$ cat src/memIoPkg.sv
package memIoPkg;

  ////////////////////////////////////////////////////////////////////////////
  // Address map
  ////////////////////////////////////////////////////////////////////////////

  // Word-addressed data memory
  localparam int dmemWords    = 1024;
  localparam int dmemAddrBits = 10;

  // Everything at or above the base goes to the I/O ports
  localparam logic [31:0] ioBase = 32'hFFFF_FC00;

  // Mapped I/O words
  localparam logic [31:0] ioSegAddr   = ioBase + 32'h00;
  localparam logic [31:0] ioLedAddr   = ioBase + 32'h04;
  localparam logic [31:0] ioBlinkAddr = ioBase + 32'h08;
  localparam logic [31:0] ioSwAAddr   = ioBase + 32'h10;
  localparam logic [31:0] ioSwBAddr   = ioBase + 32'h14;
  localparam logic [31:0] ioTestAddr  = ioBase + 32'h18;

  ////////////////////////////////////////////////////////////////////////////
  // Display and LED sizes
  ////////////////////////////////////////////////////////////////////////////

  localparam int segQueueDepth = 32;
  localparam int segPtrBits    = $clog2(segQueueDepth);
  // Default display time per queue entry, in cycles
  localparam int segHoldCycles = 8;
  localparam int segWidth      = 24;

  ////////////////////////////////////////////////////////////////////////////
  // Types
  ////////////////////////////////////////////////////////////////////////////

  typedef enum logic {
    opLoad,
    opStore
  } memOpE;

  // Where a decoded access lands
  typedef enum logic [2:0] {
    tgtDmem,
    tgtSeg,
    tgtLed,
    tgtBlink,
    tgtSwA,
    tgtSwB,
    tgtTest,
    tgtNone
  } ioTargetE;

  // Request as issued by the core
  typedef struct packed {
    memOpE       op;
    logic [31:0] addr;
    logic [31:0] wdata;
  } memReqT;

  // Request after address decode
  typedef struct packed {
    memOpE                   op;
    ioTargetE                target;
    logic [dmemAddrBits-1:0] wordIdx;
    logic [31:0]             wdata;
  } decodedReqT;

  // One response per request, loads and stores alike
  typedef struct packed {
    memOpE       op;
    logic [31:0] rdata;
  } memRespT;

endpackage

$ cat src/responseStage.sv
`timescale 1ns/1ps

module responseStage (
  input  logic                 clk,
  input  logic                 arstN,
  input  logic                 advance,
  input  memIoPkg::decodedReqT dec,
  output logic                 decReady,
  input  logic [31:0]          memRdata,
  input  logic [31:0]          ioRdata,
  output logic                 respValid,
  output memIoPkg::memRespT    resp,
  input  logic                 respReady
);

  // Registered op and target of the response in flight
  memIoPkg::memOpE    opQ;
  memIoPkg::ioTargetE tgtQ;

  // Empty or draining this cycle
  assign decReady = !respValid || respReady;

  always_ff @(posedge clk or negedge arstN) begin
    if (!arstN) begin
      respValid <= 1'b0;
    end else if (advance) begin
      respValid <= 1'b1;
    end else if (respReady) begin
      respValid <= 1'b0;
    end
  end

  always_ff @(posedge clk) begin
    if (advance) begin
      opQ  <= dec.op;
      tgtQ <= dec.target;
    end
  end

  // Read data merge
  // Both sources hold their value while stalled
  always_comb begin
    resp.op = opQ;
    if (opQ == memIoPkg::opStore) begin
      resp.rdata = '0;
    end else if (tgtQ == memIoPkg::tgtDmem) begin
      resp.rdata = memRdata;
    end else begin
      resp.rdata = ioRdata;
    end
  end

endmodule

$ cat config.mk
export PLATFORM = sky130hd
export DESIGN_NAME = responseStage
export DESIGN_NICKNAME = d
export VERILOG_FILES = /design/src/memIoPkg.sv /design/src/responseStage.sv
export SDC_FILE = /design/constraint.sdc
export NUM_CORES = 1
export LEC_CHECK = 0
export ABC_AREA = 1
export BUFFER_PORTS_ARGS = -buffer_cell sky130_fd_sc_hd__buf_2
export CORE_MARGIN = 1
export CORE_UTILIZATION = 32
export CTS_CLUSTER_SIZE = 40
export DETAILED_ROUTE_END_ITERATION = 7
export PLACE_DENSITY = 0.95
export SLEW_MARGIN = 20
export SYNTH_ARGS = -nofsm -noshare
export SYNTH_HDL_FRONTEND = slang
export SYNTH_SLANG_ARGS = --single-unit
$ cat constraint.sdc
create_clock -name clk -period 3.5 [get_ports clk]
set_input_delay 0.7 -clock clk [delete_from_list [all_inputs] [get_ports clk]]
set_output_delay 0.7 -clock clk [all_outputs]
set_load 0.02 [all_outputs]
==> flow_summary_export.csv <==
group,metric,value,unit
clock_tree,numCtsBuffers,3,
timing,rsz_0062_raised_after_global_routing,"false",
worst_setup_path,r2r_cells,2,
finish,numnets_final,397,
worst_setup_path,worst-setup-path-type,"register to primary output",
logic_synthesis,ys_seq_elements,5,
clock_tree,clk_path_buf_depth,2,
finish,multi_input_area,588,um^2
place,gp_routability_congestion,0.771,
logic_synthesis,ys.warnings.count,0,
timing,worst_clock_skew,0,ns
logic_synthesis,synth_cell_type_count,13,
status,violations,"design-rule violations",
global_routing,track_usage,15.7,%
floorplan,die_w,57.5,um
clock_tree,path_clk_slew,0.04,ns
logic_synthesis,synth_nets,302,
finish,syn2layout_area_growth,48.7,%
hold_path,worst_hold_path_type,"input port to async pin",
timing,final.setup.tns,0,ns
route,routed_wire_length_per_instance,8.40,um
logic_synthesis,syn_area,985,um^2
worst_setup_path,crit_path_start_kind,"register",
worst_setup_path,timing.critical_path.slowest_stage_cell,"nor2_8",
worst_setup_path,timing.critical_path.fanout_max,64,
timing,highest_clock_rate,402,MHz
worst_setup_path,worstPathRequired,2.80,ns
worst_setup_path,flop_to_flop_setup_slack,2.89,ns
worst_setup_path,timing.critical_path.arrival,1.79,ns
logic_synthesis,synth_area_per_cell,5.24,um^2
global_routing,number_of_global_route_vias_before_repair,1126,
timing,final-setup-viol-count,0,
floorplan,num_io_pins,149,
global_routing,first_pass_grt_wire_length,4350,um
pwr,cellPowerDensity,239,nW/um^2
pwr,peak_supply_drop,0.248,mV
clock_tree,cts.root.buffer_cell,"clkbuf_4",
route,drt_iter0_markers,112,
logic_synthesis,ys_seq_area_share,14.7,%
place,post-dp-hpwl,1900,um
route,finalWirelength,2630,um
clock_tree,postCtsHoldBufs,0,
pwr,static-leakage-power,0.973,nW
worst_setup_path,path_cells,"nor2_8 > a21oi_1 > nor2_1 > buf_2",
job,drv_cap,0,
logic_synthesis,yosysTopAreaCell,"a21oi_1",
finish,layout_commonest_cell,"buf_2",
route,detailroute.via_count,1399,
timing,final_min_period_over_clock_period,71.1,%
worst_setup_path,worst_path_largest_cell_delay,0.60,ns
timing,worstMarginPinSlew,0.924,ns
clock_tree,clock_sinks,5,
route,postRouteAntennaNets,0,
route,first_pass_iters,7,
worst_setup_path,r2r_start,"respValid",
status,run_status,"finished, violations left",
clock_tree,ctsResizeCount,0,
worst_setup_path,capturing_point_of_the_worst_reg2reg_path,"respValid",
logic_synthesis,netlist.area_leader.share,16.3,%
timing,fin_worst_hold_slack,0.233,ns
clock_tree,clock_insertion_delay_worst_skew,0.23,ns
timing,total_count_of_hold_check_failures_in_the_final_report,0,
worst_setup_path,cp-end-kind,"primary output",
place,i_o_buffers,106,
clock_tree,clock_tree_from_tritoncts,"built",
finish,layout-drive-gt1-share,39.7,%
floorplan,core-area,2830,um^2
finish,final-seq-area,145,um^2
floorplan,count_of_standard_cell_rows,19,
route,viasPerCell,4.47,
global_routing,gr-total-overflow,0,
logic_synthesis,netlist_top_cells_area,"a21oi_1, nand3_1, inv_1",
timing,fin_crit,2.49,ns
finish,diodes,0,
floorplan,design.die.area,3300,um^2
clock_tree,number_of_buffers_inserted_to_repair_setup_after_cts,0,
route,drc,9,
global_routing,antenna_found_initial,0,
timing,slew_headroom,38.3,%
finish,most_frequent_cells_in_the_layout,"buf_2, inv_1, nand2_1",
clock_tree,htree_num_levels,1,
floorplan,floorplan.initialDensity,34.8,%
logic_synthesis,synthesis.instances,188,
global_routing,grt_max_degree,65,
floorplan,chipHeight,57.5,um
finish,num-fill-cells,277,
timing,timing.final.max_slew_violations,0,
## Yosys cell counts (all sizes together)
cell type / instances
nand3: 32
inv: 36
nor2: 33
dfrtp: 1
nand2: 34
buf: 16
edfxtp: 4
a21oi: 32
## cell families (layout without fill, tap and decap cells)
logic type      after synthesis  in the layout  synth area share, %
simple gates                 99             99                 43.5
compound gates               32             32                 16.3
buf+inv                      52            146                 25.5
flops                         5              5                 14.7
## worst max-delay path, delay by kind of cell (launching register included)
| family | cells | cell delay (ns) |
|---|---|---|
| simple gates | 2 | 0.76 |
| flops | 1 | 0.45 |
| buf+inv | 1 | 0.18 |
| compound gates | 1 | 0.14 |
## final cells by class
| type | instances | share of cell area [%] |
|---|---|---|
| multi-input combinational | 131 | 40.2 |
| inverter | 36 | 9.23 |
| tap | 31 | 2.65 |
| clock buffer | 4 | 1.79 |
| sequential | 5 | 9.91 |
| timing repair buffer | 106 | 36.2 |
## registers in the layout (all words and copies together), names as in the netlist
name / flops
tgtQ: 3
opQ: 1
respValid: 1
## through the flow
step,std cells,area (um^2),total power [mW],util [%],setup WS (ns)
detailed placement,309,1440,0.287,50.8,1.27
finish,313,1460,0.350,51.7,1.01
CTS,313,1460,0.353,51.7,1.01
global route,313,1460,0.377,51.7,0.820
floorplan,188,985,0.222,-,1.65
global placement,309,1440,0.285,50.8,1.27
## worst max-delay path by stage
stage,from,to,slack [ns],cells past startpoint
after global routing,tgtQ[0],resp[5],0.82,4
after CTS,tgtQ[0],resp[5],1.01,4
final,tgtQ[1],resp[5],1.01,4
after floorplan,tgtQ[1],resp[0],1.65,4
after global placement,tgtQ[0],resp[5],1.27,4
after detailed placement,tgtQ[0],resp[5],1.27,4
## where the power goes
part           internal (mW)  total [mW]  switching, mW
combinational         0.0801       0.212          0.132
clock                 0.0429      0.0636         0.0207
sequential            0.0698      0.0738        0.00399
## metal layers
layer | up-vias | global-route usage (%) | part of all wire [%]
met4 | 0 | 3.14 | 0
li1 | 770 | - | -
met3 | 0 | 3.63 | 12
met2 | 71 | 29.4 | 47
met1 | 558 | 18.0 | 42
met5 | - | 0 | 0
Note: power is estimated with default switching activity, not from simulation.
