File: config.mk
export PLATFORM = sky130hd
export DESIGN_NAME = accessDecode
export DESIGN_NICKNAME = d
export VERILOG_FILES = /design/src/memIoPkg.sv /design/src/accessDecode.sv
export SDC_FILE = /design/constraint.sdc
export NUM_CORES = 1
export LEC_CHECK = 0
export BUFFER_PORTS_ARGS = -buffer_cell sky130_fd_sc_hd__buf_2
export CORE_UTILIZATION = 38
export CTS_CLUSTER_SIZE = 40
export DETAILED_ROUTE_END_ITERATION = 8
export PLACE_DENSITY = 0.82
export SLEW_MARGIN = 40
export SYNTH_ARGS = -nofsm -noshare
export SYNTH_HDL_FRONTEND = slang
export SYNTH_SLANG_ARGS = --single-unit
File: constraint.sdc
create_clock -name clk -period 3.8 [get_ports clk]
set_input_delay 0.38 -clock clk [delete_from_list [all_inputs] [get_ports clk]]
set_output_delay 0.38 -clock clk [all_outputs]
set_load 0.005 [all_outputs]
File: src/memIoPkg.sv
package memIoPkg;

  ////////////////////////////////////////////////////////////////////////////
  // Address map
  ////////////////////////////////////////////////////////////////////////////

  // Word-addressed data memory
  localparam int dmemWords    = 1024;
  localparam int dmemAddrBits = 10;

  // Everything at or above the base goes to the I/O ports
  localparam logic [31:0] ioBase = 32'hFFFF_FC00;

  // Mapped I/O words
  localparam logic [31:0] ioSegAddr   = ioBase + 32'h00;
  localparam logic [31:0] ioLedAddr   = ioBase + 32'h04;
  localparam logic [31:0] ioBlinkAddr = ioBase + 32'h08;
  localparam logic [31:0] ioSwAAddr   = ioBase + 32'h10;
  localparam logic [31:0] ioSwBAddr   = ioBase + 32'h14;
  localparam logic [31:0] ioTestAddr  = ioBase + 32'h18;

  ////////////////////////////////////////////////////////////////////////////
  // Display and LED sizes
  ////////////////////////////////////////////////////////////////////////////

  localparam int segQueueDepth = 32;
  localparam int segPtrBits    = $clog2(segQueueDepth);
  // Default display time per queue entry, in cycles
  localparam int segHoldCycles = 8;
  localparam int segWidth      = 24;

  ////////////////////////////////////////////////////////////////////////////
  // Types
  ////////////////////////////////////////////////////////////////////////////

  typedef enum logic {
    opLoad,
    opStore
  } memOpE;

  // Where a decoded access lands
  typedef enum logic [2:0] {
    tgtDmem,
    tgtSeg,
    tgtLed,
    tgtBlink,
    tgtSwA,
    tgtSwB,
    tgtTest,
    tgtNone
  } ioTargetE;

  // Request as issued by the core
  typedef struct packed {
    memOpE       op;
    logic [31:0] addr;
    logic [31:0] wdata;
  } memReqT;

  // Request after address decode
  typedef struct packed {
    memOpE                   op;
    ioTargetE                target;
    logic [dmemAddrBits-1:0] wordIdx;
    logic [31:0]             wdata;
  } decodedReqT;

  // One response per request, loads and stores alike
  typedef struct packed {
    memOpE       op;
    logic [31:0] rdata;
  } memRespT;

endpackage

File: src/accessDecode.sv
`timescale 1ns/1ps

module accessDecode (
  input  logic                  clk,
  input  logic                  arstN,
  input  logic                  reqValid,
  input  memIoPkg::memReqT      req,
  output logic                  reqReady,
  output logic                  decValid,
  output memIoPkg::decodedReqT  dec,
  input  logic                  decReady
);

  memIoPkg::decodedReqT decNext;
  logic                 accept;

  ////////////////////////////////////////////////////////////////////////////
  // Address decode
  ////////////////////////////////////////////////////////////////////////////

  always_comb begin
    decNext.op      = req.op;
    decNext.wdata   = req.wdata;
    // Word index from the byte address, bits 11:2
    decNext.wordIdx = req.addr[memIoPkg::dmemAddrBits+1:2];
    if (req.addr >= memIoPkg::ioBase) begin
      // I/O region
      case (req.addr)
        memIoPkg::ioSegAddr:   decNext.target = memIoPkg::tgtSeg;
        memIoPkg::ioLedAddr:   decNext.target = memIoPkg::tgtLed;
        memIoPkg::ioBlinkAddr: decNext.target = memIoPkg::tgtBlink;
        memIoPkg::ioSwAAddr:   decNext.target = memIoPkg::tgtSwA;
        memIoPkg::ioSwBAddr:   decNext.target = memIoPkg::tgtSwB;
        memIoPkg::ioTestAddr:  decNext.target = memIoPkg::tgtTest;
        // Unmapped I/O word
        default:               decNext.target = memIoPkg::tgtNone;
      endcase
    end else begin
      decNext.target = memIoPkg::tgtDmem;
    end
  end

  ////////////////////////////////////////////////////////////////////////////
  // Holding register
  ////////////////////////////////////////////////////////////////////////////

  // Room when empty or when the held entry moves on this cycle
  assign reqReady = !decValid || decReady;
  assign accept   = reqValid && reqReady;

  always_ff @(posedge clk or negedge arstN) begin
    if (!arstN) begin
      decValid <= 1'b0;
    end else if (accept) begin
      decValid <= 1'b1;
    end else if (decReady) begin
      decValid <= 1'b0;
    end
  end

  // Payload only
  always_ff @(posedge clk) begin
    if (accept) begin
      dec <= decNext;
    end
  end

endmodule

==> impl_metrics.py, run 1 <==
metrics = {
    "route": {
        "routed_wl_um": 3240,
        "drc_errors": 0,
        "drtIter0Drc": 73,
        "viasPerCell": 4.40,
        "routedWlPerCell_um": 13.5,
        "final_antenna_net_count": 0,
        "via_count": 1055,
        "dr.pass1.iters": 4,
    },
    "min_path": {
        "hold_end": "dec[8]$_DFFE_PP_",
        "worstHoldPathType": "in2reg",
        "hold_depth": 1,
        "hold_start": "req[8]",
    },
    "critical_path": {
        "crit_path_start_kind": "register",
        "worstPathCellList": "nand2b_1 -> and2_4",
        "rrSetupSlack_ps": 2420,
        "critPathMaxStageDelay_ps": 520,
        "worstSetupPathType": "reg2reg",
        "endpoint_kind": "register",
        "cp.arrival_ps": 1310,
        "crit_path_top_delay_cell": "and2_4",
        "critPathRequiredTime_ps": 3730,
        "r2r_end": "dec[21]$_DFFE_PP_",
        "critical_path.max_fanout": 46,
        "cp_top_family": "simple AND/OR/NAND/NOR gates",
        "path_buf_inv": 0,
        "r2r-start": "decValid$_DFFE_PN0P_",
        "r2r_cells": 2,
    },
    "logic_synthesis": {
        "synth_fp_nets": 136,
        "ys_ff_latch": 47,
        "synthesis.area_um2": 1550,
        "syn_avg_cell_area_um2": 23.2,
        "ys_seq_area_share_pct": 90.5,
        "yosys_warnings": 0,
        "netlist_instances": 67,
        "synth_cell_types": 15,
    },
    "run": {
        "maxCapViolations": 0,
    },
    "floorplan": {
        "die-width_um": 66.0,
        "die-area_um2": 4350,
        "rows": 22,
        "core-area_um2": 3800,
        "initial_core_util_pct": 40.9,
        "die_y_um": 66.0,
        "num_io_pins": 117,
    },
    "sta": {
        "timing.final.crit_period_ps": 1380,
        "fin_hold_ws_ps": 258,
        "fmax_mhz": 724,
        "setup_tns_ps": 0,
        "setup_violations": 0,
        "slew_violations": 0,
        "rsz0062_at_grt": "no",
        "max_slew_margin_pct": 63.0,
        "hold_violations": 0,
        "tightest_slew_ps": 555,
        "skew_ps": 3.90,
        "post-route-period-util_pct": 36.3,
    },
    "clock_network": {
        "cts_inserted_buffers": 5,
        "htreeDepth": 2,
        "clk_latency_ps": 290,
        "clk_pin_slew_ps": 80,
        "root_buffer": "clkbuf_8",
        "post-cts-setup-buffers": 0,
        "cts.sinks": 47,
        "cts_buffer_depth": 2,
        "cts_tree": "yes",
    },
    "global_route": {
        "grt_usage_pct": 15.3,
        "grt_pass1_wl_um": 4570,
        "grt_pass1_vias": 962,
        "grt.overflow.total": 0,
        "antenna_found_initial": 0,
        "grt_max_degree": 47,
    },
    "layout": {
        "n_antenna_cell": 0,
        "multiInputGateArea_um2": 146,
        "postLayoutCoreUtil_pct": 60.2,
        "final_common_cell": "buf_2",
        "regArea_um2": 1410,
        "mostFrequentLayoutCells": "buf_2, edfxtp_1, clkbuf_8, nand4_1, a211oi_1",
        "area_growth_pct": 47.2,
        "instances_no_fill": 240,
        "n_fill_cell": 314,
        "drive_above_1_share_pct": 65.1,
        "fin_nets": 260,
    },
    "power": {
        "power_density_nw_per_um2": 422,
        "p_leak_nw": 0.986,
        "ir_drop_mv": 0.149,
    },
    "placement": {
        "port_buffers": 116,
        "place_congestion": 0.669,
        "dpl.cell_count": 231,
    },
    "status": {
        "status": "finished clean",
    },
}
==> worst max-delay path by stage <==
stage                    startpoint               endpoint  slack, ps  cells after the start
2_1_floorplan              decReady       dec[0]$_DFFE_PP_       1740                      2
3_3_place_gp               decReady       dec[6]$_DFFE_PP_       2030                      3
3_5_place_dp                req[41]  dec[43]$_SDFFCE_PN0P_       2130                      4
4_1_cts        decValid$_DFFE_PN0P_      dec[28]$_DFFE_PP_       2420                      2
5_1_grt        decValid$_DFFE_PN0P_      dec[17]$_DFFE_PP_       2300                      2
6_report       decValid$_DFFE_PN0P_      dec[21]$_DFFE_PP_       2420                      2
==> cells by family after synthesis <==
kind of cell    synth area share, %
flops                          90.5
compound gates                 2.42
buf+inv                       0.241
simple gates                   6.84
==> worst register-to-register path: cells and delay by family (launching register included) <==
kind | cells | cell delay [ps]
AND/OR/NAND/NOR | 2 | 630
flip-flops | 1 | 380
==> cells in the mapped netlist <==
library cell | number | area share (%)
or4_4 | 1 | 0.72
and4_1 | 1 | 0.56
or3b_2 | 1 | 0.56
nand2b_1 | 2 | 0.81
o21ai_0 | 1 | 0.32
and2_1 | 1 | 0.40
or4_1 | 1 | 0.48
a21oi_1 | 2 | 0.64
nand3_1 | 1 | 0.32
edfxtp_1 | 46 | 89
a211oi_1 | 3 | 1.4
inv_1 | 1 | 0.24
nor4_4 | 1 | 1.4
nand4_1 | 4 | 1.6
dfrtp_1 | 1 | 1.6
==> layout make-up <==
cell class	count	area share, %
clock buffers	6	3.17
clock inverters	2	0.328
inverters	1	0.164
multi-input cells	19	6.40
flip-flops and latches	47	61.5
well taps	48	2.63
repair buffers	117	25.8
==> state kept, by name (all words and copies together), names as in the netlist <==
register,count
dec,46
decValid,1
==> per-stage QoR <==
step	power, mW	instance area, um2	setup WS (ps)
after floorplan	0.639	1550	1740
after global placement	0.701	2200	2030
after detailed placement	0.706	2200	2130
after CTS	0.972	2290	2420
after global routing	1.01	2290	2300
final	0.965	2290	2420
==> where the power goes <==
| group | switching [mW] | internal (mW) |
|---|---|---|
| clock | 0.146 | 0.125 |
| sequential | 0.00618 | 0.602 |
| combinational | 0.0399 | 0.0452 |
==> repair_timing <==
item | in CTS | in global routing
hold buffers | 1 | 0
resized for setup | 0 | 0
hold endpoints to repair | 1 | 0
setup endpoints to repair | 0 | 0
==> per-layer routing <==
layer  track usage [%]  share of wire [%]  vias up
li1                  -                  -      521
met1              19.2                 40      454
met2              23.0                 46       73
met3              6.55                 13        7
met4              7.18                1.7        0
met5                 0                  0        -
(Power assumes the default switching activity.)
==> run 2: changes to the inputs <==
--- a/config.mk
+++ b/config.mk
@@ -5,11 +5,12 @@
 export SDC_FILE = /design/constraint.sdc
 export NUM_CORES = 1
 export LEC_CHECK = 0
+export ABC_AREA = 1
 export BUFFER_PORTS_ARGS = -buffer_cell sky130_fd_sc_hd__buf_2
 export CORE_UTILIZATION = 38
 export CTS_CLUSTER_SIZE = 40
 export DETAILED_ROUTE_END_ITERATION = 8
-export PLACE_DENSITY = 0.82
+export PLACE_DENSITY = 0.78
 export SLEW_MARGIN = 40
 export SYNTH_ARGS = -nofsm -noshare
 export SYNTH_HDL_FRONTEND = slang
==> constraint.sdc (replaced) <==
create_clock -name clk -period 1.4 [get_ports clk]
set_input_delay 0.14 -clock clk [delete_from_list [all_inputs] [get_ports clk]]
set_output_delay 0.14 -clock clk [all_outputs]
set_load 0.005 [all_outputs]
==> impl_metrics.py, run 2 <==
metrics = {
    "layout": {
        "drive_above_1_share_pct": 52.9,
        "fin_nets": 327,
        "regArea_um2": 1410,
        "postLayoutCoreUtil_pct": 58.7,
        "regMostFlops": "dec",
        "mostFrequentLayoutCells": "buf_2, edfxtp_1, nand2_1, inv_1, nor2_1",
        "area_growth_pct": 45.4,
        "reg.largest.list": "dec (46), decValid (1)",
        "largest_register_ffs": 46,
        "n_fill_cell": 368,
        "multiInputGateArea_um2": 333,
        "n_antenna_cell": 0,
        "final_common_cell": "buf_2",
        "instances_no_fill": 311,
    },
    "logic_synthesis": {
        "synthTopCellsByCount": "edfxtp_1, nand2_1, inv_1, nor2_1, a21oi_1",
        "synth_most_common_cell": "edfxtp_1",
        "synth_cell_types": 13,
        "synthesis.area_um2": 1800,
        "netlist_instances": 132,
        "syn_avg_cell_area_um2": 13.6,
        "synthMuxAreaShare_pct": 0,
        "synth_compound_area_share_pct": 1.11,
        "synth_fp_nets": 201,
        "ys_seq_area_share_pct": 78.3,
        "synthAdderAreaFrac_pct": 0,
        "yosys.area.top_type": "edfxtp_1",
        "synth_ff_type": "edfxtp_1",
        "synth.top_cell.area_share_pct": 76.9,
        "synthTopCellsByArea": "edfxtp_1, nand2_1, inv_1, nor2_1, dfrtp_1",
        "synth-simple-area-share_pct": 16.8,
        "synthArstFlopShare_pct": 2.13,
        "ys_ff_latch": 47,
        "synth_top_family_by_area": "simple AND/OR/NAND/NOR gates",
        "synth-edff-count": 46,
        "synthXorXnorAreaFrac_pct": 0,
        "yosys_warnings": 0,
    },
    "placement": {
        "place_congestion": 0.805,
        "dpl.cell_count": 302,
        "dpl.hpwl_um": 2880,
        "place_ws_ps": 82.7,
        "port_buffers": 116,
    },
    "global_route": {
        "grt_usage_pct": 14.4,
        "grt_pass1_wl_um": 5330,
        "grt_max_degree": 26,
        "antenna_found_initial": 0,
        "grt_pass1_vias": 1238,
        "grt.overflow.total": 0,
    },
    "floorplan": {
        "rows": 24,
        "die-width_um": 70.7,
        "core-area_um2": 4440,
        "die_y_um": 70.7,
        "num_io_pins": 117,
        "initial_core_util_pct": 40.4,
        "die-area_um2": 5000,
    },
    "power": {
        "power.share.switching_pct": 19.6,
        "p_leak_nw": 1.23,
        "power_density_nw_per_um2": 1090,
        "internal_power_mw": 2.30,
        "ir_drop_mv": 0.436,
        "seqPwrFrac_pct": 57.7,
        "power_switching_mw": 0.561,
        "clkPwrFrac_pct": 32.8,
        "pwr-share-comb_pct": 9.5,
    },
    "critical_path": {
        "r2r-start": "decValid$_DFFE_PN0P_",
        "rrSetupSlack_ps": 260,
        "r2r_cells": 2,
        "worstSetupPathType": "reg2reg",
        "cp.arrival_ps": 1140,
        "critPathRequiredTime_ps": 1400,
        "endpoint_kind": "register",
        "critical_path.max_fanout": 25,
        "r2r_end": "dec[40]$_DFFE_PP_",
        "crit_path_start_kind": "register",
    },
    "min_path": {
        "hold_end": "dec[16]$_DFFE_PP_",
        "hold_depth": 1,
        "worstHoldPathType": "in2reg",
        "hold_start": "req[16]",
    },
    "clock_network": {
        "cts_hold_buf": 1,
        "clk_latency_ps": 290,
        "root_buffer": "clkbuf_8",
        "htreeDepth": 2,
        "cts_inserted_buffers": 5,
        "clk_pin_slew_ps": 80,
        "cts_tree": "yes",
        "cts_buffer_depth": 2,
        "cts.sinks": 47,
        "post-cts-setup-buffers": 0,
        "cts_resized": 0,
    },
    "run": {
        "maxCapViolations": 0,
    },
    "route": {
        "drc_errors": 28,
        "drtIter0Drc": 96,
        "final_antenna_net_count": 0,
        "dr.pass1.iters": 6,
        "routedWlPerCell_um": 11.5,
        "via_count": 1371,
        "viasPerCell": 4.41,
        "routed_wl_um": 3570,
    },
    "sta": {
        "hold_violations": 0,
        "timing.final.crit_period_ps": 1140,
        "skew_ps": 1.83,
        "layout_setup_ws_ps": 261,
        "fin_hold_ws_ps": 20.1,
        "tightest_slew_ps": 202,
        "post-route-period-util_pct": 81.4,
        "slew_violations": 0,
        "max_slew_margin_pct": 86.5,
        "rsz0062_at_grt": "no",
        "fmax_mhz": 878,
        "setup_violations": 0,
    },
    "status": {
        "violations": "design-rule violations",
        "status": "finished, violations left",
    },
}
==> run 2: cell types whose count changed in the layout (fill, tap and decap cells not counted), moves of 2 or more <==
| cell | previous run | this run |
|---|---|---|
| nand2b_1 | 2 | 0 |
| nand2_2 | 0 | 3 |
| nor2_4 | 0 | 2 |
| nand4_1 | 4 | 2 |
| inv_1 | 1 | 18 |
| buf_12 | 0 | 2 |
| nand3_2 | 0 | 2 |
| a211oi_1 | 3 | 0 |
| nor2_1 | 0 | 12 |
| nand2_1 | 0 | 37 |
| nor2_2 | 0 | 3 |
==> run 2: power groups by stage <==
stage	Sequential [mW]	Combinational [mW]	Clock (mW)
detailed placement	1.68	0.273	0
global route	1.66	0.299	1.02
CTS	1.65	0.275	0.970
global placement	1.68	0.266	0
floorplan	1.70	0.0619	0
finish	1.65	0.271	0.937
==> run 2: logic make-up after synthesis <==
| family | after synthesis |
|---|---|
| and+or+nand+nor | 63 |
| DFF | 47 |
| buffers and inverters | 18 |
| AOI/OAI and AO/OA | 4 |
==> run 2: worst max-delay path by stage <==
stage                                    start  cells past startpoint                    end
after floorplan           decValid$_DFFE_PN0P_                      1       dec[0]$_DFFE_PP_
after global placement                 req[38]                     11  dec[42]$_SDFFCE_PN0P_
after detailed placement               req[39]                     11  dec[43]$_SDFFCE_PN0P_
after CTS                 decValid$_DFFE_PN0P_                      2      dec[19]$_DFFE_PP_
after global routing      decValid$_DFFE_PN0P_                      2      dec[30]$_DFFE_PP_
final                     decValid$_DFFE_PN0P_                      2      dec[40]$_DFFE_PP_
==> run 2: cell type report <==
class	instances	area share, %
Timing Repair Buffer	119	24.2
Sequential cell	47	53.9
Clock inverter	3	1.49
Tap cell	52	2.49
Multi-Input combinational cell	67	12.8
Clock buffer	5	2.64
Inverter	18	2.59
==> run 2: worst max-delay path, stage by stage, from the launching register on <==
cell and delay (ps):
dfrtp_1 430, a21oi_4 210, buf_12 210
==> run 2: stage by stage <==
step | power [mW] | cell area (um2) | setup TNS [ps]
2_1_floorplan | 1.76 | 1810 | -11180
3_3_place_gp | 1.94 | 2490 | 0
3_5_place_dp | 1.96 | 2490 | 0
4_1_cts | 2.90 | 2610 | 0
5_1_grt | 2.97 | 2610 | 0
6_report | 2.86 | 2610 | 0
==> run 2: routing by layer <==
metal / global-route usage, % / routed length (um) / vias to the layer above
met4: 6.67 / 70 / 0
met3: 4.70 / 373 / 7
li1: - / - / 689
met5: 0 / 0 / -
met2: 27.8 / 1850 / 83
met1: 13.5 / 1280 / 592
