$ cat config.mk
export PLATFORM = sky130hd
export DESIGN_NAME = segDisplayQueue
export DESIGN_NICKNAME = d
export VERILOG_FILES = /design/src/memIoPkg.sv /design/src/segDisplayQueue.sv
export SDC_FILE = /design/constraint.sdc
export NUM_CORES = 1
export LEC_CHECK = 0
export ABC_AREA = 1
export BUFFER_PORTS_ARGS = -buffer_cell sky130_fd_sc_hd__clkbuf_2
export CORE_MARGIN = 10
export CORE_UTILIZATION = 40
export DETAILED_ROUTE_END_ITERATION = 10
export PLACE_DENSITY_LB_ADDON = 0.3
export SLEW_MARGIN = 25
export SYNTH_ARGS = -nofsm -noshare
export SYNTH_HDL_FRONTEND = slang
export SYNTH_SLANG_ARGS = --single-unit
$ cat constraint.sdc
create_clock -name clk -period 6.43 [get_ports clk]
set_clock_uncertainty 0.2 [all_clocks]
set_input_delay 1.286 -clock clk [delete_from_list [all_inputs] [get_ports clk]]
set_output_delay 1.286 -clock clk [all_outputs]
set_load 0.1 [all_outputs]
$ cat src/memIoPkg.sv
package memIoPkg;

  ////////////////////////////////////////////////////////////////////////////
  // Address map
  ////////////////////////////////////////////////////////////////////////////

  // Word-addressed data memory
  localparam int dmemWords    = 1024;
  localparam int dmemAddrBits = 10;

  // Everything at or above the base goes to the I/O ports
  localparam logic [31:0] ioBase = 32'hFFFF_FC00;

  // Mapped I/O words
  localparam logic [31:0] ioSegAddr   = ioBase + 32'h00;
  localparam logic [31:0] ioLedAddr   = ioBase + 32'h04;
  localparam logic [31:0] ioBlinkAddr = ioBase + 32'h08;
  localparam logic [31:0] ioSwAAddr   = ioBase + 32'h10;
  localparam logic [31:0] ioSwBAddr   = ioBase + 32'h14;
  localparam logic [31:0] ioTestAddr  = ioBase + 32'h18;

  ////////////////////////////////////////////////////////////////////////////
  // Display and LED sizes
  ////////////////////////////////////////////////////////////////////////////

  localparam int segQueueDepth = 32;
  localparam int segPtrBits    = $clog2(segQueueDepth);
  // Default display time per queue entry, in cycles
  localparam int segHoldCycles = 8;
  localparam int segWidth      = 24;

  ////////////////////////////////////////////////////////////////////////////
  // Types
  ////////////////////////////////////////////////////////////////////////////

  typedef enum logic {
    opLoad,
    opStore
  } memOpE;

  // Where a decoded access lands
  typedef enum logic [2:0] {
    tgtDmem,
    tgtSeg,
    tgtLed,
    tgtBlink,
    tgtSwA,
    tgtSwB,
    tgtTest,
    tgtNone
  } ioTargetE;

  // Request as issued by the core
  typedef struct packed {
    memOpE       op;
    logic [31:0] addr;
    logic [31:0] wdata;
  } memReqT;

  // Request after address decode
  typedef struct packed {
    memOpE                   op;
    ioTargetE                target;
    logic [dmemAddrBits-1:0] wordIdx;
    logic [31:0]             wdata;
  } decodedReqT;

  // One response per request, loads and stores alike
  typedef struct packed {
    memOpE       op;
    logic [31:0] rdata;
  } memRespT;

endpackage

$ cat src/segDisplayQueue.sv
`timescale 1ns/1ps

module segDisplayQueue #(
  parameter int holdCycles = memIoPkg::segHoldCycles
) (
  input  logic                          clk,
  input  logic                          arstN,
  input  logic                          push,
  input  logic [memIoPkg::segWidth-1:0] pushData,
  output logic [memIoPkg::segWidth-1:0] segOut
);

  // Entry storage
  logic [memIoPkg::segWidth-1:0]   entries [memIoPkg::segQueueDepth];
  // Pointers wrap naturally since depth is a power of two
  logic [memIoPkg::segPtrBits-1:0] head;
  logic [memIoPkg::segPtrBits-1:0] tail;
  logic [memIoPkg::segPtrBits:0]   count;
  // Cycles the head entry has been shown
  logic [$clog2(holdCycles+1)-1:0] holdCnt;

  logic full;
  logic empty;
  logic pushOk;
  logic pop;

  assign full  = (count == memIoPkg::segQueueDepth);
  assign empty = (count == '0);
  // Full queue drops the push even if a pop happens on the same edge
  assign pushOk = push && !full;
  // Head leaves after its last display cycle
  assign pop    = !empty && (holdCnt == ($bits(holdCnt))'(holdCycles - 1));

  ////////////////////////////////////////////////////////////////////////////
  // Storage and pointers
  ////////////////////////////////////////////////////////////////////////////

  always_ff @(posedge clk) begin
    if (pushOk) begin
      entries[tail] <= pushData;
    end
  end

  always_ff @(posedge clk or negedge arstN) begin
    if (!arstN) begin
      head    <= '0;
      tail    <= '0;
      count   <= '0;
      holdCnt <= '0;
    end else begin
      if (pushOk) begin
        tail <= tail + 1'b1;
      end
      // Hold timer runs only while something is shown
      if (pop) begin
        head    <= head + 1'b1;
        holdCnt <= '0;
      end else if (!empty) begin
        holdCnt <= holdCnt + 1'b1;
      end
      // Occupancy
      case ({pushOk, pop})
        2'b10:   count <= count + 1'b1;
        2'b01:   count <= count - 1'b1;
        default: count <= count;
      endcase
    end
  end

  // Blank display when nothing is queued
  assign segOut = empty ? '0 : entries[head];

endmodule

==> flow_metrics.env, run 1 <==
export IMPL_dr_total_vias=21600
export IMPL_drtIter0Drc=2292
export IMPL_row_count=104
export IMPL_synth_common_cells="nand2_1, edfxtp_1, nor2_1"
export IMPL_ys_top_cells_by_area="edfxtp_1, nand2_1, nor2_1"
export IMPL_async_reset_ff_share_pct=2.54
export IMPL_fin_crit_sh_pct=87.7
export IMPL_wl_per_cell_um=21.2
export IMPL_critPathLaunchType="flip-flop"
export IMPL_maxCapViolations=0
export IMPL_core_area_sq_mm=0.0809
export IMPL_cts_sinks=788
export IMPL_worstPathArrival_ns=4.15
export IMPL_cts_resized_gates=0
export IMPL_dp_hpwl_um=48200
export IMPL_critical_path_top_delay_family="buffers and inverters"
export IMPL_grt_use_total_pct=18.4
export IMPL_die_area_sq_mm=0.0939
export IMPL_cts_buffers=80
export IMPL_hold_path_class="flip-flop to flip-flop"
export IMPL_postSynthAreaPerCell_sq_um=10.9
export IMPL_crit_top_cell="nor2_1"
export IMPL_synth_top_area_share_pct=70.3
export IMPL_ant_nets=0
export IMPL_layout_nets=3074
export IMPL_path_class="flip-flop to primary output"
export IMPL_dp_cells=4016
export IMPL_ys_ff_latch=788
export IMPL_drive_above_1_share_pct=8.87
export IMPL_die_height_um=306
export IMPL_fin_tns_setup_ns=0
export IMPL_netlist_area_sq_mm=0.0328
export IMPL_rsz0062_at_grt="no"
export IMPL_hold_viol=0
export IMPL_synth_fp_nets=3040
export IMPL_grt_pass1_wl_um=131000
export IMPL_final_max_slew_viol_count=0
export IMPL_fin_crit_ns=5.64
export IMPL_cts_root_buf="clkbuf_16"
export IMPL_cts_max_level=3
export IMPL_critical_path_max_stage_delay_ns=0.84
export IMPL_synth_cell_type_count=27
export IMPL_tightest_slew_ns=1.06
export IMPL_grt_overflow=0
export IMPL_p_per_area_mw_per_mm2=465
export IMPL_cp_max_fo=56
export IMPL_synth_most_common_cell="nand2_1"
export IMPL_ys_seq_area_share_pct=71.8
export IMPL_cpMaxStageDelayCell="dfrtp_4"
export IMPL_cp_buffers_inverters=3
export IMPL_holdWs_ns=0.314
export IMPL_cp_depth=9
export IMPL_max_slew_margin_pct=29.1
export IMPL_synth_ff_type="edfxtp_1"
export IMPL_clock_latency_ns=0.64
export IMPL_cts_setup_buffers=0
export IMPL_clk_pin_slew_ns=0.06
export IMPL_dr_pass1_iters=6
export IMPL_synth_edf_count=768
export IMPL_syn_to_final_growth_pct=12.7
export IMPL_hold_buffers=0
export IMPL_wirelength_um=88200
export IMPL_vdd_drop_max_mv=1.06
export IMPL_start_util_pct=40.6
export IMPL_clockBufferDepth=3
export IMPL_drc=0
export IMPL_dp_slack_ns=1.40
export IMPL_endpoint_kind="primary output"
export IMPL_crit_chain="buf_4, buf_4, nand3_1, nand3_1, nand2_1, nor2_1, nor2_1, nor2_1, clkbuf_2"
export IMPL_antenna_found_initial=4
export IMPL_drt_vias_per_instance=5.18
export IMPL_cts_tree="yes"
export IMPL_postSynthCellCount=3004
export IMPL_die_x_um=306
export IMPL_required_ns=4.94
export IMPL_grt_max_degree=186
export IMPL_fin_cells=4164
export IMPL_synth_top_area_cell="edfxtp_1"
export IMPL_globalplace_congestion=0.811
export IMPL_io_buffers=50
export IMPL_fin_util_pct=45.7
export IMPL_holdPathStages=2
export IMPL_fmax_ghz=0.177
export IMPL_finalWorstSetupSlack_ns=0.790
export IMPL_status="completed"
export IMPL_ioPinCount=51
export IMPL_ys_warn_count=0
export IMPL_setup_violations_final=0
export IMPL_ff2ff_path_depth=18
export IMPL_leakage_nw=14.0
export IMPL_grt_pass1_vias=20200
per-stage QoR:
| step | total power, mW | cell area [sq um] |
|---|---|---|
| 6_report | 17.2 | 37000 |
| 5_1_grt | 18.1 | 37000 |
| 4_1_cts | 17.3 | 37000 |
| 3_5_place_dp | 12.7 | 34400 |
| 3_3_place_gp | 12.7 | 34400 |
| 2_1_floorplan | 10.8 | 32800 |
layout by cell type, fill, tap and decap left out, types with 5 or more instances in the layout:
cell         n
buf_12       5
ha_1         9
o21ai_1     16
nor3_2      29
clkinv_1    25
buf_4       63
clkbuf_1    11
a21oi_1     25
dfrtp_1     17
inv_1      118
clkbuf_16   80
edfxtp_1   768
xnor2_1      5
bufinv_16    8
nand3_1    316
o21ai_0    114
xor2_1       8
clkinv_2    16
nand2_1    953
clkbuf_2    50
nor2_1     433
worst min-delay path: stages (launching register included):
cell     delay, ns
dfrtp_1       0.36
nand2_1       0.06
nand2_1       0.06
cell families (layout without fill, tap and decap cells):
kind of cell | after synthesis | count (layout) | synth area share, %
other cells | 0 | 3 | 0
compound gates | 159 | 159 | 2.45
xor+xnor | 13 | 13 | 0.347
flops | 788 | 788 | 71.8
buf+inv | 294 | 391 | 3.75
simple gates | 1741 | 1741 | 21.3
fa+ha+maj | 9 | 9 | 0.343
cell type report:
| type | instances | area (sq um) |
|---|---|---|
| multi-input cells | 1922 | 8210 |
| inverters | 128 | 495 |
| clock buffers | 91 | 2040 |
| fillers | 7367 | 44000 |
| flip-flops and latches | 788 | 23600 |
| clock inverters | 54 | 503 |
| diodes | 3 | 7.51 |
| well taps | 1060 | 1330 |
| repair buffers | 118 | 823 |
path summary, 6_finish.rpt:
| check | slack, ns | startpoint | end |
|---|---|---|---|
| max | 0.79 | head[1]$_DFFE_PN0P_ | segOut[4] |
| min | 0.31 | holdCnt[1]$_DFFE_PN0P_ | holdCnt[1]$_DFFE_PN0P_ |
| max reg2reg | 2.64 | count[0]$_DFFE_PN0P_ | count[4]$_DFFE_PN0P_ |
| min reg2reg | 0.31 | holdCnt[1]$_DFFE_PN0P_ | holdCnt[1]$_DFFE_PN0P_ |
| max in group asynchronous | 5.06 | arstN | head[1]$_DFFE_PN0P_ |
| min in group asynchronous | 0.47 | arstN | tail[4]$_DFFE_PN0P_ |
registers in the layout (all words and copies together), names as in the netlist:
| signal | count |
|---|---|
| entries | 768 |
| head | 5 |
| tail | 5 |
| holdCnt | 4 |
| count | 6 |
power by group:
part / switching (mW) / total, mW / internal, mW
Combinational: 5.04 / 6.40 / 1.36
Clock: 1.95 / 4.56 / 2.61
Sequential: 0.239 / 6.23 / 5.99
Total: 7.23 / 17.2 / 9.96
layer usage:
layer	GRT usage, %	wire, um	vias up
met5	0	13	-
met4	6.76	2870	2
met3	3.26	6930	163
met2	28.8	40100	796
met1	25.5	38300	10400
li1	-	-	10200
(Power assumes the default switching activity.)
==> run 2, diff against run 1 <==
Settings changed: MAX_ROUTING_LAYER set to met4.
==> run 2 against run 1 <==
Compared with the run above:
- final cell count is essentially flat
- wire length decreased by 0.26%
- clock-buffer cell count stayed put
- non-clock buffer count stayed put
- die area unchanged
- sequential power hardly changed
- clock power about the same
- fmax shrank 0.17%
- critical path depth stayed put
- first-iteration DRC count shrank 5.5%
- critical endpoint unchanged
- largest power group unchanged
==> flow_metrics.env, run 2 (same netlist as run 1, synthesis figures left out) <==
export IMPL_status="completed"
export IMPL_seqPwrFrac_pct=36.2
export IMPL_total_power_mw=17.2
export IMPL_nFillCells=7367
export IMPL_r2r_end="count[4]$_DFFE_PN0P_"
export IMPL_wl_per_cell_um=21.1
export IMPL_drt_met1_wl_um=38500
export IMPL_dp_hpwl_um=48200
export IMPL_reg2reg_slack_ns=2.65
export IMPL_fin_util_pct=45.7
export IMPL_required_ns=4.94
export IMPL_leakage_nw=14.0
export IMPL_critical_path_top_delay_family="buffers and inverters"
export IMPL_core_area_sq_mm=0.0809
export IMPL_io_buffers=50
export IMPL_worstHoldStart="holdCnt[1]$_DFFE_PN0P_"
export IMPL_layout_nets=3074
export IMPL_maxCapViolations=0
export IMPL_wl_met3_um=6760
export IMPL_critical_path_max_stage_delay_ns=0.84
export IMPL_holdPathStages=2
export IMPL_crit_chain="buf_4, buf_4, nand3_1, nand3_1, nand2_1, nor2_1, nor2_1, nor2_1, clkbuf_2"
export IMPL_largest_reg_flops=768
export IMPL_die_height_um=306
export IMPL_rr_startpoint="count[2]$_DFFE_PN0P_"
export IMPL_p_per_area_mw_per_mm2=465
export IMPL_p_clk_share_pct=26.5
export IMPL_rsz0062_at_grt="no"
export IMPL_p_int_mw=9.96
export IMPL_hold_buffers=0
export IMPL_dr_total_vias=21500
export IMPL_cp_max_fo=56
export IMPL_row_count=104
export IMPL_cts_buffers=80
export IMPL_cpMaxStageDelayCell="dfrtp_4"
export IMPL_grt_pass1_vias=20200
export IMPL_path_class="flip-flop to primary output"
export IMPL_ant_nets=0
export IMPL_antenna_found_initial=4
export IMPL_setup_violations_final=0
export IMPL_layout_cell_area_non_filler_sq_mm=0.0370
export IMPL_start_util_pct=40.6
export IMPL_drtIter0Drc=2166
export IMPL_fin_crit_sh_pct=87.9
export IMPL_fin_tns_setup_ns=0
export IMPL_clk_pin_slew_ns=0.06
export IMPL_dpl_cell_area_sq_mm=0.0344
export IMPL_endpoint_kind="primary output"
export IMPL_cts_max_level=3
export IMPL_drt_vias_per_instance=5.17
export IMPL_hold_path_end="holdCnt[1]$_DFFE_PN0P_"
export IMPL_drc=0
export IMPL_top_regs="entries: 768 flops, count: 6 flops"
export IMPL_regMostFlops="entries"
export IMPL_ff2ff_path_depth=18
export IMPL_p_switching_mw=7.23
export IMPL_die_x_um=306
export IMPL_hold_viol=0
export IMPL_crit_top_cell="nor2_1"
export IMPL_drive_above_1_share_pct=8.87
export IMPL_tightest_slew_ns=1.08
export IMPL_cts_sinks=788
export IMPL_wirelength_um=88000
export IMPL_syn_to_final_growth_pct=12.7
export IMPL_worstPathArrival_ns=4.16
export IMPL_dr_pass1_iters=5
export IMPL_die_area_sq_mm=0.0939
export IMPL_highest_layer="met4"
export IMPL_grt_pass1_wl_um=131000
export IMPL_fmax_ghz=0.177
export IMPL_netSwitchingFraction_pct=42.0
export IMPL_clock_latency_ns=0.64
export IMPL_fin_crit_ns=5.65
export IMPL_max_slew_margin_pct=27.9
export IMPL_grt_overflow=0
export IMPL_hold_path_class="flip-flop to flip-flop"
export IMPL_cts_tree="yes"
export IMPL_vdd_drop_max_mv=1.07
export IMPL_cp_buffers_inverters=3
export IMPL_final_common_cell="nand2_1"
export IMPL_grt_use_total_pct=19.0
export IMPL_ioPinCount=51
export IMPL_clockBufferDepth=3
export IMPL_cts_root_buf="clkbuf_16"
export IMPL_final_max_slew_viol_count=0
export IMPL_critPathLaunchType="flip-flop"
export IMPL_cts_setup_buffers=0
export IMPL_cts_resized_gates=0
export IMPL_globalplace_congestion=0.820
export IMPL_wl_met2_um=40100
export IMPL_final_cell_mix="nand2_1, edfxtp_1, nor2_1, nand3_1, inv_1"
export IMPL_power_frac_comb_pct=37.2
export IMPL_grt_max_degree=186
export IMPL_holdWs_ns=0.314
run 2: stage by stage:
step           setup slack (ns)  std cells
2_1_floorplan              2.39       3004
4_1_cts                   0.712       4161
5_1_grt                   0.612       4164
6_report                  0.781       4165
3_5_place_dp               1.40       4016
3_3_place_gp               1.40       4016
run 2: worst reg2reg max path: stages (launching register included):
cell and delay, ns:
dfrtp_1 0.44, inv_1 0.06, nand4_1 0.17, nor3_4 0.08
inv_2 0.64, nand2_1 0.32, inv_1 0.31, ha_1 0.43
inv_1 0.15, nand2_1 0.08, nand2_1 0.08, inv_1 0.07
ha_1 0.12, o21bai_1 0.13, nand3_1 0.14, nand2_1 0.09
nand2_1 0.05, nand3_1 0.06, nand2_1 0.05
run 2: how the worst max path moves through the flow:
stage	from	end	slack, ns	depth (start not counted)
after floorplan	head[1]$_DFFE_PN0P_	segOut[4]	2.39	9
after global placement	head[1]$_DFFE_PN0P_	segOut[4]	1.40	9
after detailed placement	head[1]$_DFFE_PN0P_	segOut[4]	1.40	9
after CTS	head[1]$_DFFE_PN0P_	segOut[4]	0.71	9
after global routing	head[1]$_DFFE_PN0P_	segOut[4]	0.61	9
final	head[1]$_DFFE_PN0P_	segOut[4]	0.78	9
run 2: area by class of cell:
class                      count  area [sq um]  share of cell area (%)
antenna                        4          10.0                  0.0271
clock buffer                  91          2040                    5.52
clock inverter                54           503                    1.36
inverter                     128           495                    1.34
multi-input combinational   1922          8210                    22.2
sequential                   788         23600                    63.7
tap                         1060          1330                    3.59
timing repair buffer         118           823                    2.23
run 2: power groups by stage:
stage / clock network (mW) / logic (mW) / registers [mW]
3_5_place_dp: 0 / 6.41 / 6.34
2_1_floorplan: 0 / 4.64 / 6.20
6_report: 4.56 / 6.40 / 6.23
4_1_cts: 4.63 / 6.42 / 6.23
5_1_grt: 4.83 / 6.97 / 6.26
3_3_place_gp: 0 / 6.37 / 6.33
run 2: layer usage:
metal,global-route usage (%),vias to the layer above
li1,-,10200
met1,25.4,10400
met2,28.8,760
met3,3.32,146
met4,6.72,0
met5,-,-
==> run 3, diff against run 2 <==
Settings changed: PLACE_DENSITY_LB_ADDON 0.3 to 0.2.
Clock period 6.43 ns to 7.3 ns, I/O delays scaled along.
==> run 3 against run 2 <==
Compared with the run above:
- register-to-register slack better by 0.84 ns
- flip-flop and latch count is the same
- combinational power is 11% lower
- clock power is 13% lower
- sequential power down 13%
- global-route usage rose by 1.1 points
- first-iteration DRC count grew 0.88%
- setup slack gained 0.34 ns
- clock-buffer cell count grew 22
==> flow_metrics.env, run 3 (same netlist as run 1, synthesis figures left out) <==
export IMPL_status="completed"
export IMPL_finalWorstSetupSlack_ns=1.12
export IMPL_cts_buffers=83
export IMPL_met1_usage_pct=27.3
export IMPL_p_per_area_mw_per_mm2=410
export IMPL_register_area_sq_mm=0.0236
export IMPL_grt_pass1_wl_um=138000
export IMPL_cts_tree="yes"
export IMPL_fin_util_pct=45.5
export IMPL_layout_nets=3064
export IMPL_endpoint_kind="primary output"
export IMPL_path_class="flip-flop to primary output"
export IMPL_cp_max_fo=79
export IMPL_grtUsageMet2_pct=31.3
export IMPL_hold_path_end="holdCnt[1]$_DFFE_PN0P_"
export IMPL_drc=0
export IMPL_busiest_layer="met2"
export IMPL_grt_pass1_vias=21000
export IMPL_vdd_drop_max_mv=0.520
export IMPL_cts_max_level=3
export IMPL_setup_violations_final=0
export IMPL_clk_pin_slew_ns=0.06
export IMPL_fin_crit_ns=6.18
export IMPL_critPathLaunchType="flip-flop"
export IMPL_rsz0062_at_grt="no"
export IMPL_cp_buffers_inverters=3
export IMPL_cts_setup_buffers=0
export IMPL_drtIter0Drc=2185
export IMPL_wl_per_cell_um=22.4
export IMPL_top_regs="entries: 768 flops, count: 6 flops"
export IMPL_clock_latency_ns=0.64
export IMPL_grt_overflow=0
export IMPL_tightest_slew_ns=1.01
export IMPL_antenna_found_initial=0
export IMPL_critical_path_top_delay_family="buffers and inverters"
export IMPL_dp_slack_ns=1.84
export IMPL_grt_use_total_pct=20.1
export IMPL_worstHoldStart="holdCnt[1]$_DFFE_PN0P_"
export IMPL_ioPinCount=51
export IMPL_ff2ff_path_depth=18
export IMPL_regMostFlops="entries"
export IMPL_rr_startpoint="count[0]$_DFFE_PN0P_"
export IMPL_hold_path_class="flip-flop to flip-flop"
export IMPL_hold_buffers=0
export IMPL_final_max_slew_viol_count=0
export IMPL_holdPathStages=2
export IMPL_cts_sinks=788
export IMPL_maxCapViolations=0
export IMPL_dr_total_vias=22000
export IMPL_row_count=104
export IMPL_critical_path_max_stage_delay_ns=0.74
export IMPL_io_buffers=50
export IMPL_holdWs_ns=0.311
export IMPL_drt_vias_per_instance=5.29
export IMPL_dp_hpwl_um=48200
export IMPL_max_slew_margin_pct=32.9
export IMPL_grtUsageMet3_pct=3.19
export IMPL_core_area_sq_mm=0.0809
export IMPL_multiInputGateArea_sq_mm=0.00822
export IMPL_dr_pass1_iters=6
export IMPL_fin_tns_setup_ns=0
export IMPL_syn_to_final_growth_pct=12.3
export IMPL_crit_chain="buf_4, buf_4, nand2_1, nand3_1, nand3_1, nand2_1, nor2_1, nand2_1, nand2_1, nor2_1, clkbuf_2"
export IMPL_die_height_um=306
export IMPL_cpMaxStageDelayCell="dfrtp_4"
export IMPL_ant_nets=0
export IMPL_wirelength_um=92900
export IMPL_grt_max_degree=167
export IMPL_fin_crit_sh_pct=84.6
export IMPL_crit_top_cell="nand2_1"
export IMPL_worstPathArrival_ns=4.52
export IMPL_cts_root_buf="clkbuf_16"
export IMPL_drive_above_1_share_pct=8.25
export IMPL_cts_resized_gates=0
export IMPL_reg2reg_slack_ns=3.49
export IMPL_start_util_pct=40.6
export IMPL_largest_reg_flops=768
export IMPL_die_area_sq_mm=0.0939
export IMPL_nFillCells=7468
export IMPL_fmax_ghz=0.162
export IMPL_final_cell_mix="nand2_1, edfxtp_1, nor2_1, nand3_1, inv_1"
export IMPL_die_x_um=306
export IMPL_clockBufferDepth=3
export IMPL_final_common_cell="nand2_1"
export IMPL_globalplace_congestion=0.809
export IMPL_required_ns=5.64
export IMPL_leakage_nw=13.9
export IMPL_r2r_end="count[4]$_DFFE_PN0P_"
export IMPL_hold_viol=0
run 3: cell types whose count changed in the layout (fill, tap and decap cells not counted), moves of 2 or more:
| cell | change |
|---|---|
| buf_12 | -2 |
| buf_4 | -12 |
| bufinv_16 | -5 |
| clkbuf_1 | +16 |
| clkbuf_16 | +6 |
| clkinv_1 | -5 |
| clkinv_2 | -4 |
| clkinv_8 | -2 |
| clkinvlp_4 | -2 |
run 3: worst max path at each step:
| stage | start | end | slack [ns] | cells past startpoint |
|---|---|---|---|---|
| after detailed placement | head[0]$_DFFE_PN0P_ | segOut[23] | 1.84 | 11 |
| after floorplan | head[1]$_DFFE_PN0P_ | segOut[4] | 3.09 | 9 |
| after CTS | head[0]$_DFFE_PN0P_ | segOut[23] | 1.16 | 11 |
| after global routing | head[0]$_DFFE_PN0P_ | segOut[23] | 0.74 | 11 |
| after global placement | head[0]$_DFFE_PN0P_ | segOut[18] | 1.84 | 11 |
| final | head[0]$_DFFE_PN0P_ | segOut[23] | 1.12 | 11 |
run 3: layout make-up:
class	count	area share, %
clock inverters	35	0.737
flip-flops and latches	788	64.0
well taps	1060	3.60
diodes	3	0.0204
repair buffers	105	1.96
inverters	128	1.34
clock buffers	113	6.11
multi-input cells	1922	22.3
run 3: routing by layer:
layer | share of wire [%] | up-vias
met5 | 0 | -
met1 | 44 | 11000
met2 | 47 | 710
met3 | 7.0 | 145
met4 | 2.4 | 0
li1 | - | 10200
run 3: worst reg2reg max path: cells and delay by family (launching register included):
family / cells / cell delay, ns
buffers and inverters: 5 / 1.23
AND/OR/NAND/NOR: 10 / 1.16
adder cells (fa/ha/maj): 2 / 0.56
flip-flops: 1 / 0.42
AO/OA/AOI/OAI: 1 / 0.13
run 3: through the flow:
stage	power (mW)	instances	cell area, sq um
final	15.1	4154	36900
after global routing	15.9	4151	36900
after CTS	15.2	4150	36800
after detailed placement	11.2	4002	34300
after global placement	11.2	4002	34300
after floorplan	9.54	3004	32800
run 3: power breakdown:
part	switching, mW	internal, mW
registers	0.159	5.28
logic	4.48	1.18
clock network	1.72	2.27
